===== config.mk =====
export PLATFORM = sky130hd
export DESIGN_NAME = trace_top
export DESIGN_NICKNAME = d
export VERILOG_FILES = /design/src/rtl/trace_pkg.sv /design/src/rtl/trace_fetch_tag.sv /design/src/rtl/trace_trap_merge.sv /design/src/rtl/trace_retire.sv /design/src/rtl/trace_top.sv
export SDC_FILE = /design/constraint.sdc
export NUM_CORES = 1
export LEC_CHECK = 0
export ABC_AREA = 1
export BUFFER_PORTS_ARGS = -buffer_cell sky130_fd_sc_hd__clkbuf_2
export CAP_MARGIN = 40
export CORE_MARGIN = 5
export CORE_UTILIZATION = 46
export CTS_CLUSTER_SIZE = 25
export DETAILED_ROUTE_END_ITERATION = 8
export PLACE_DENSITY = 0.79
export SETUP_SLACK_MARGIN = 0.02
export SKIP_LAST_GASP = 1
export SYNTH_ARGS = -nofsm -noshare
export SYNTH_HDL_FRONTEND = slang
export SYNTH_SLANG_ARGS = --single-unit

===== constraint.sdc =====
create_clock -name clk_i -period 1.1 [get_ports clk_i]
set_input_delay 0.055 -clock clk_i [delete_from_list [all_inputs] [get_ports clk_i]]
set_output_delay 0.055 -clock clk_i [all_outputs]
set_load 0.05 [all_outputs]

===== src/rtl/trace_pkg.sv =====
////////////////////////////////////////////////////////////
// Shared types and constants for the retirement trace
// subsystem. Every stage and the top level import this
// package for the packet formats passed down the pipeline
// and for the trace port record
////////////////////////////////////////////////////////////

package trace_pkg;

  // Debug entry causes as they appear in dcsr.cause and on the trace port
  localparam logic [2:0] DBG_CAUSE_EBREAK  = 3'd1;
  localparam logic [2:0] DBG_CAUSE_HALTREQ = 3'd3;
  localparam logic [2:0] DBG_CAUSE_STEP    = 3'd4;

  // Field positions inside the dcsr shadow
  localparam int unsigned STEP_BIT  = 2;
  localparam int unsigned CAUSE_LSB = 6;

  // One fetched instruction as presented by the front end
  typedef struct packed {
    logic [31:0] pc;
    logic        exc;
    logic [5:0]  exc_cause;
    logic        is_ebreak;
    logic        is_dret;
  } fetch_pkt_t;

  // Marks the first instruction of a trap or interrupt handler
  typedef struct packed {
    logic       intr;
    logic       exception;
    logic       interrupt;
    logic [5:0] cause;
  } intr_t;

  // Trap raised by the retiring instruction itself
  typedef struct packed {
    logic       exception;
    logic       debug;
    logic [5:0] exception_cause;
    logic [2:0] debug_cause;
  } trap_t;

  // Asynchronous events attached at fetch
  typedef struct packed {
    logic       irq;
    logic [4:0] irq_id;
    logic       dbg;
    logic [2:0] dbg_cause;
  } tag_t;

  // Packet carried from one stage register to the next
  typedef struct packed {
    logic       valid;
    fetch_pkt_t instr;
    tag_t       tag;
    trap_t      trap;
  } stage_pkt_t;

  // Trace port record, valid-only with no back-pressure
  typedef struct packed {
    logic        valid;
    logic [31:0] pc;
    intr_t       intr;
    trap_t       trap;
    logic [2:0]  dbg;
    logic [31:0] mcause;
    logic [31:0] dcsr;
  } trace_t;

endpackage


===== src/rtl/trace_fetch_tag.sv =====
////////////////////////////////////////////////////////////
// Fetch stage of the trace pipeline. Interrupt and debug
// acknowledges are held until a valid instruction is
// fetched and are then tagged onto that instruction
////////////////////////////////////////////////////////////

`timescale 1ns/10ps

module trace_fetch_tag (
  input  logic                  clk_i,
  input  logic                  rst_ni,
  input  logic                  fetch_valid_i,
  input  trace_pkg::fetch_pkt_t fetch_i,
  input  logic                  irq_ack_i,
  input  logic [4:0]            irq_id_i,
  input  logic                  dbg_ack_i,
  input  logic [2:0]            dbg_cause_i,
  output trace_pkg::stage_pkt_t pkt_o
);
  import trace_pkg::*;

  // Pending acknowledges waiting for the next valid fetch
  logic       irq_pend_q;
  logic [4:0] irq_id_q;
  logic       dbg_pend_q;
  logic [2:0] dbg_cause_q;

  tag_t       tag_d;
  stage_pkt_t pkt_d;
  stage_pkt_t pkt_q;

  ////////////////////////////////////////////////////////////
  // Tag selection
  ////////////////////////////////////////////////////////////

  // An acknowledge in this cycle takes priority over a held one
  // of the same kind, since it is the more recent event
  always_comb begin
    tag_d = '0;
    if (fetch_valid_i) begin
      if (irq_ack_i) begin
        tag_d.irq    = 1'b1;
        tag_d.irq_id = irq_id_i;
      end else if (irq_pend_q) begin
        tag_d.irq    = 1'b1;
        tag_d.irq_id = irq_id_q;
      end
      if (dbg_ack_i) begin
        tag_d.dbg       = 1'b1;
        tag_d.dbg_cause = dbg_cause_i;
      end else if (dbg_pend_q) begin
        tag_d.dbg       = 1'b1;
        tag_d.dbg_cause = dbg_cause_q;
      end
    end
  end

  // Bubbles carry a zero payload so later stages see clean fields
  always_comb begin
    pkt_d       = '0;
    pkt_d.valid = fetch_valid_i;
    pkt_d.instr = fetch_valid_i ? fetch_i : '0;
    pkt_d.tag   = tag_d;
  end

  ////////////////////////////////////////////////////////////
  // Pending registers and stage register
  ////////////////////////////////////////////////////////////

  // Any valid fetch consumes whatever was pending
  always_ff @(posedge clk_i or negedge rst_ni) begin
    if (!rst_ni) begin
      irq_pend_q <= 1'b0;
      dbg_pend_q <= 1'b0;
    end else begin
      irq_pend_q <= fetch_valid_i ? 1'b0 : (irq_pend_q || irq_ack_i);
      dbg_pend_q <= fetch_valid_i ? 1'b0 : (dbg_pend_q || dbg_ack_i);
    end
  end

  // A newer acknowledge overwrites an unconsumed one
  always_ff @(posedge clk_i) begin
    if (irq_ack_i && !fetch_valid_i) begin
      irq_id_q <= irq_id_i;
    end
    if (dbg_ack_i && !fetch_valid_i) begin
      dbg_cause_q <= dbg_cause_i;
    end
  end

  always_ff @(posedge clk_i or negedge rst_ni) begin
    if (!rst_ni) begin
      pkt_q <= '0;
    end else begin
      pkt_q <= pkt_d;
    end
  end

  assign pkt_o = pkt_q;

endmodule


===== src/rtl/trace_trap_merge.sv =====
////////////////////////////////////////////////////////////
// Execute stage of the trace pipeline. Builds the trap word
// of each instruction from its exception, ebreak and the
// single-step request, and registers the packet onward
////////////////////////////////////////////////////////////

`timescale 1ns/10ps

module trace_trap_merge (
  input  logic                  clk_i,
  input  logic                  rst_ni,
  input  trace_pkg::stage_pkt_t pkt_i,
  input  logic                  step_i,
  input  logic                  debug_mode_i,
  output trace_pkg::stage_pkt_t pkt_o
);
  import trace_pkg::*;

  trap_t      trap_d;
  stage_pkt_t pkt_d;
  stage_pkt_t pkt_q;

  ////////////////////////////////////////////////////////////
  // Trap word
  ////////////////////////////////////////////////////////////

  // Debug mode comes from the retire stage register, so it
  // reflects every instruction that has already retired
  // Instructions past this stage when the mode changes keep
  // the trap word they were given here
  always_comb begin
    trap_d = '0;
    if (pkt_i.valid && !debug_mode_i) begin
      // A synchronous exception is reported with its own cause
      if (pkt_i.instr.exc) begin
        trap_d.exception       = 1'b1;
        trap_d.exception_cause = pkt_i.instr.exc_cause;
      end

      // Single step wins over ebreak when both apply
      // dret never steps since it leaves debug mode itself
      if (step_i && !pkt_i.instr.is_dret) begin
        trap_d.debug       = 1'b1;
        trap_d.debug_cause = DBG_CAUSE_STEP;
      end else if (pkt_i.instr.is_ebreak) begin
        trap_d.debug       = 1'b1;
        trap_d.debug_cause = DBG_CAUSE_EBREAK;
      end
    end
  end

  // Everything except the trap word passes unchanged
  // For a bubble the trap word stays zero
  always_comb begin
    pkt_d      = pkt_i;
    pkt_d.trap = trap_d;
  end

  ////////////////////////////////////////////////////////////
  // Stage register
  ////////////////////////////////////////////////////////////

  always_ff @(posedge clk_i or negedge rst_ni) begin
    if (!rst_ni) begin
      pkt_q <= '0;
    end else begin
      pkt_q <= pkt_d;
    end
  end

  assign pkt_o = pkt_q;

endmodule


===== src/rtl/trace_retire.sv =====
////////////////////////////////////////////////////////////
// Retire stage of the trace pipeline. Keeps debug mode, the
// trap word of the last retired instruction and the mcause
// and dcsr shadows, and drives the registered trace record
// The trace port is valid-only and cannot be stalled
////////////////////////////////////////////////////////////

`timescale 1ns/10ps

module trace_retire (
  input  logic                  clk_i,
  input  logic                  rst_ni,
  input  trace_pkg::stage_pkt_t pkt_i,
  input  logic                  step_i,
  output trace_pkg::trace_t     trace_o,
  output logic                  debug_mode_o
);
  import trace_pkg::*;

  // Trap word of the most recently retired instruction
  trap_t       last_trap_q;
  logic        debug_mode_q;
  logic        debug_mode_d;
  logic [31:0] mcause_q;
  logic [31:0] mcause_d;
  logic [31:0] dcsr_q;
  logic [31:0] dcsr_d;
  intr_t       intr_d;
  logic [2:0]  dbg_d;
  trace_t      trace_d;
  trace_t      trace_q;

  ////////////////////////////////////////////////////////////
  // Handler entry and debug entry
  ////////////////////////////////////////////////////////////

  // The instruction after a trapping one is the first of the
  // handler, and an exception there outranks an interrupt tag
  always_comb begin
    intr_d = '0;
    dbg_d  = 3'd0;
    if (pkt_i.valid) begin
      if (last_trap_q.exception) begin
        intr_d.intr      = 1'b1;
        intr_d.exception = 1'b1;
        intr_d.cause     = last_trap_q.exception_cause;
      end else if (pkt_i.tag.irq) begin
        intr_d.intr      = 1'b1;
        intr_d.interrupt = 1'b1;
        intr_d.cause     = {1'b0, pkt_i.tag.irq_id};
      end

      // Debug traps of the previous instruction outrank a halt tag
      if (last_trap_q.debug) begin
        dbg_d = last_trap_q.debug_cause;
      end else if (pkt_i.tag.dbg) begin
        dbg_d = pkt_i.tag.dbg_cause;
      end
    end
  end

  ////////////////////////////////////////////////////////////
  // Debug mode and CSR shadows
  ////////////////////////////////////////////////////////////

  always_comb begin
    debug_mode_d = debug_mode_q;
    if (pkt_i.valid) begin
      // The dret itself retires in debug mode and the mode drops after it
      if (pkt_i.instr.is_dret) begin
        debug_mode_d = 1'b0;
      end
      if (dbg_d != 3'd0) begin
        debug_mode_d = 1'b1;
      end
    end

    mcause_d = mcause_q;
    if (intr_d.intr) begin
      mcause_d = {intr_d.interrupt, 25'd0, intr_d.cause};
    end

    // The step bit mirrors the request, the cause keeps the last entry
    dcsr_d           = dcsr_q;
    dcsr_d[STEP_BIT] = step_i;
    if (dbg_d != 3'd0) begin
      dcsr_d[CAUSE_LSB +: 3] = dbg_d;
    end
  end

  // The record shows the shadows with this retirement applied
  always_comb begin
    trace_d        = '0;
    trace_d.valid  = pkt_i.valid;
    trace_d.pc     = pkt_i.instr.pc;
    trace_d.intr   = intr_d;
    trace_d.trap   = pkt_i.trap;
    trace_d.dbg    = dbg_d;
    trace_d.mcause = mcause_d;
    trace_d.dcsr   = dcsr_d;
  end

  always_ff @(posedge clk_i or negedge rst_ni) begin
    if (!rst_ni) begin
      last_trap_q  <= '0;
      debug_mode_q <= 1'b0;
      mcause_q     <= '0;
      dcsr_q       <= '0;
      trace_q      <= '0;
    end else begin
      // Bubbles leave the last trap word in place
      if (pkt_i.valid) begin
        last_trap_q <= pkt_i.trap;
      end
      debug_mode_q <= debug_mode_d;
      mcause_q     <= mcause_d;
      dcsr_q       <= dcsr_d;
      trace_q      <= trace_d;
    end
  end

  assign trace_o      = trace_q;
  assign debug_mode_o = debug_mode_q;

endmodule


===== src/rtl/trace_top.sv =====
////////////////////////////////////////////////////////////
// Top level of the retirement trace subsystem. Chains the
// fetch, execute and retire stages, three cycles from
// fetch to the trace port, with debug mode fed back from
// retire to execute
////////////////////////////////////////////////////////////

`timescale 1ns/10ps

module trace_top (
  input  logic                  clk_i,
  input  logic                  rst_ni,
  input  logic                  fetch_valid_i,
  input  trace_pkg::fetch_pkt_t fetch_i,
  input  logic                  irq_ack_i,
  input  logic [4:0]            irq_id_i,
  input  logic                  dbg_ack_i,
  input  logic [2:0]            dbg_cause_i,
  input  logic                  step_i,
  output trace_pkg::trace_t     trace_o,
  output logic                  debug_mode_o
);
  import trace_pkg::*;

  // Packets between the stage registers
  stage_pkt_t fetch_pkt;
  stage_pkt_t merge_pkt;

  // Fetch stage tags acknowledges onto instructions
  trace_fetch_tag u_fetch_tag (
    .clk_i         (clk_i),
    .rst_ni        (rst_ni),
    .fetch_valid_i (fetch_valid_i),
    .fetch_i       (fetch_i),
    .irq_ack_i     (irq_ack_i),
    .irq_id_i      (irq_id_i),
    .dbg_ack_i     (dbg_ack_i),
    .dbg_cause_i   (dbg_cause_i),
    .pkt_o         (fetch_pkt)
  );

  // Execute stage builds the trap word
  trace_trap_merge u_trap_merge (
    .clk_i        (clk_i),
    .rst_ni       (rst_ni),
    .pkt_i        (fetch_pkt),
    .step_i       (step_i),
    .debug_mode_i (debug_mode_o),
    .pkt_o        (merge_pkt)
  );

  // Retire stage owns debug mode and drives the trace port
  trace_retire u_retire (
    .clk_i        (clk_i),
    .rst_ni       (rst_ni),
    .pkt_i        (merge_pkt),
    .step_i       (step_i),
    .trace_o      (trace_o),
    .debug_mode_o (debug_mode_o)
  );

endmodule


==> out/summary.log <==
[global_routing] wire length of the first global-routing pass 20200 microns
[yosys] commonest cells in the synthesized netlist dfrtp_1, nand2_1, inv_1
[clocking] clock buffers created by TritonCTS 17
[global_routing] number of antenna violations at the first check in global routing 1
[yosys] synthesized flop and latch total 193
[route] drc violations 0
[route] DRC marker count from the first detailed-route iteration 186
[pwr] clock network fraction of design power 0.382
[cells_and_area] Seq. cell area 0.00487 sq mm
[yosys] share of the synthesized area in the top cell type 0.735
[clocking] CTS tree done
[yosys] ys flop type dfrtp_1
[placed_design] cell total after placement 778
[route] ANT nets after route 0
[yosys] most instantiated library cell after synthesis dfrtp_1
[yosys] cell taking the most area after synthesis dfrtp_1
[sta] hold_ws 82.9 ps
[die] ports placed on the boundary 176
[worst_setup_path] crit path kind reg2reg
[placed_design] last weighted congestion value of the routability-driven placer 0.864
[clocking] level count of the clock H-tree 4
[die] starting utilization of the core area 0.472
[pwr] pwr dens 1890 mW/mm^2
[pwr] total power 16300 uW
[cells_and_area] fill cell count 964
[pwr] combinational group share of total power 0.140
[worst_setup_path] critical-path maximum fanout 4
[die] floorplan die width 127 microns
[clocking] root cell of the clock tree clkbuf_16
[worst_hold_path] class of the worst hold path in2reg
[die] Die Footprint 0.0161 sq mm
[sta] post-route fraction of the period consumed by the critical path 1.06
[sta] count of pins over their slew limit 0
[global_routing] largest net degree at the start of global routing 45
[clocking] clock-pin slew reported for the worst setup and hold paths after clock tree synthesis 70 ps
[worst_setup_path] arrival time reported for the critical path endpoint 1470 ps
[global_routing] via count of the first global-routing pass 4048
[yosys] Mapped Avg Cell Area 13.1 sq um
[pwr] Net Sw Power 4390 uW
[worst_setup_path] startpoint kind of the worst setup timing path flop
[pwr] leakage 0.00464 uW
[worst_setup_path] Crit. End Element flop
[yosys] cells taking the most area after synthesis dfrtp_1, buf_4, nand2_1
[clocking] maximum buffer depth of the clock tree 2
[sta] total of endpoints with negative setup slack in the final report 7
[sta] Final Hold Viols 0
[route] mean routed wirelength per cell 14.4 microns
[placed_design] count of buffers inserted at the top-level ports 121
[sta] Final min period 1170 ps
[sta] crit path setup slack, layout -69.8 ps
[route] length of the first detailed-routing pass in iterations 4
[pwr] internal portion of total power 11900 uW
[route] mean number of vias per cell 4.30
[route] vias after detailed routing 3743
[cells_and_area] area occupied by multi-input gates 950 sq um
[yosys] count of flip-flops with a built-in enable after synthesis 8
[yosys] number of standard cells after synthesis 479
[flow_run] # Max-Cap Violations 0
[clocking] worst-skew pair later-pin latency 420 ps
[global_routing] total routing usage reported by global routing 0.165
[cells_and_area] fraction of layout instances using a drive strength above 1 0.275
[die] floorplan row count 42
[cells_and_area] Layout Cell Area excl Fill 0.00862 sq mm
[cells_and_area] number of nets in the final layout 736
[pwr] Worst VDD drop 1130 uV
[yosys] summed instance area of the synthesized netlist 0.00630 sq mm
[run_status] status finished, violations left
[die] die height 127 microns
[sta] setup repair after global routing missed its margin true
[sta] clock skew 6.31 ps
[worst_setup_path] required time at the endpoint of the critical path 1400 ps
[die] Core Area 0.0133 sq mm
[pwr] switching power share of the total 0.270
[placed_design] setup slack at placement -66.4 ps
[sta] maximum frequency from static timing analysis 0.855 GHz
[clocking] CTS Sinks 193
[global_routing] global-route congestion overflow total 0
[cells_and_area] layout overhead on the synthesized area 36.9%
[route] total wire length 12500 microns
[placed_design] Final HPWL DP 8110 microns
[yosys] sequential element share of the synthesized area 0.773
[yosys] count of different cell masters after synthesis 22
[cells_and_area] Layout Cells excl Fill 871
[placed_design] standard cell area after detailed placement 0.00699 sq mm
[yosys] Synthesis Warnings 0
[pwr] sequential group share of total power 0.478
[yosys] proportion of register bits with asynchronous set or reset after synthesis 0.959
[run_status] failing checks negative setup slack
[per-stage QoR]
stage / TNS, ps / utilization
detailed placement: -140 / 0.524
CTS: -83.9 / 0.637
finish: -247 / 0.646
global placement: 0 / 0.524
floorplan: 0 / -
global route: -1230 / 0.646
[logic make-up (layout without fill, tap and decap cells)]
group,count (synthesis),after routing,synth area share
AOI/OAI and AO/OA,33,33,0.0322
buffers and inverters,133,295,0.115
DFF,193,193,0.773
other,1,55,0.000596
and+or+nand+nor,119,119,0.0789
[layout by cell type (no fill, tap or decap), types with 2 or more instances in the layout]
cell type / instances
o21bai_1: 6
edfxtp_1: 8
buf_6: 7
clkinv_2: 2
clkbuf_4: 10
nor2_4: 2
o21ai_2: 5
buf_8: 19
nor2_1: 10
clkinv_1: 2
nand2_2: 5
buf_12: 3
a21oi_1: 13
o21ai_0: 8
clkbuf_16: 17
inv_6: 3
buf_4: 36
clkbuf_8: 9
nor2_2: 3
nand4_1: 2
conb_1: 54
bufinv_16: 3
inv_1: 68
nand3_1: 8
dlygate4sd3_1: 54
clkinvlp_4: 5
clkbuf_2: 53
dfrtp_1: 184
nand2_1: 84
[sequential cells by signal (all words and copies together) (netlist names)]
register / cells
u_fetch_tag.dbg_pend_q: 1
u_fetch_tag.dbg_cause_q: 3
u_retire.mcause_q: 7
u_trap_merge.pkt_o: 54
u_retire.last_trap_q: 10
u_retire.debug_mode_o: 1
u_fetch_tag.pkt_o: 52
u_fetch_tag.irq_pend_q: 1
u_retire.trace_o: 55
u_retire.dcsr_q: 4
u_fetch_tag.irq_id_q: 5
[cell type report]
class,count,area share
Timing Repair inverter,1,0.000435
Timing Repair Buffer,191,0.197
Tap cell,176,0.0255
Inverter,71,0.0311
Multi-Input combinational cell,206,0.110
Sequential cell,193,0.565
Clock buffer,18,0.0498
Antenna cell,1,0.000290
Clock inverter,14,0.0208
[power groups by stage]
stage | Clock, uW | Sequential (uW) | Combinational, uW
global placement | 0 | 7830 | 1800
CTS | 6370 | 7740 | 2210
finish | 6220 | 7770 | 2280
detailed placement | 0 | 7850 | 1840
global route | 6660 | 7810 | 2420
floorplan | 0 | 8410 | 831
[worst max-delay path: stages, from the launching register on]
cell	delay (ps)
dfrtp_1	410
inv_1	150
nand4_1	150
and2_4	190
nand3_1	80
nand2_1	70
[final timing paths]
path	from	to	slack (ps)	cells past startpoint
max reg2reg	u_retire.last_trap_q[9]	u_retire.dcsr_q[7]	-70	5
min	fetch_valid_i	u_fetch_tag.irq_id_q[4]	80	2
min reg2reg	u_trap_merge.pkt_o[58]	u_retire.trace_o[115]	350	0
max	u_retire.last_trap_q[9]	u_retire.dcsr_q[7]	-70	5
max in group asynchronous	rst_ni	u_trap_merge.pkt_o[11]	490	3
min in group asynchronous	rst_ni	u_fetch_tag.pkt_o[41]	90	2
[what timing repair did]
item / in CTS / in global routing
endpoints found under the setup margin: 75 / 77
hold buffers: 54 / 0
gates resized for setup: 101 / 62
pin swaps: 1 / 4
gates cloned: 0 / 1
buffers inserted: 0 / 5
hold endpoints to repair: 250 / 0
[per-layer routing]
| metal | wire length [microns] | vias to the layer above | GRT usage |
|---|---|---|---|
| met1 | 4660 | 1814 | 0.186 |
| met2 | 6590 | 155 | 0.285 |
| li1 | - | 1741 | - |
| met4 | 421 | 0 | 0.0839 |
| met5 | 0 | - | 0 |
| met3 | 856 | 33 | 0.0484 |
Power figures use the tool's default switching activity.
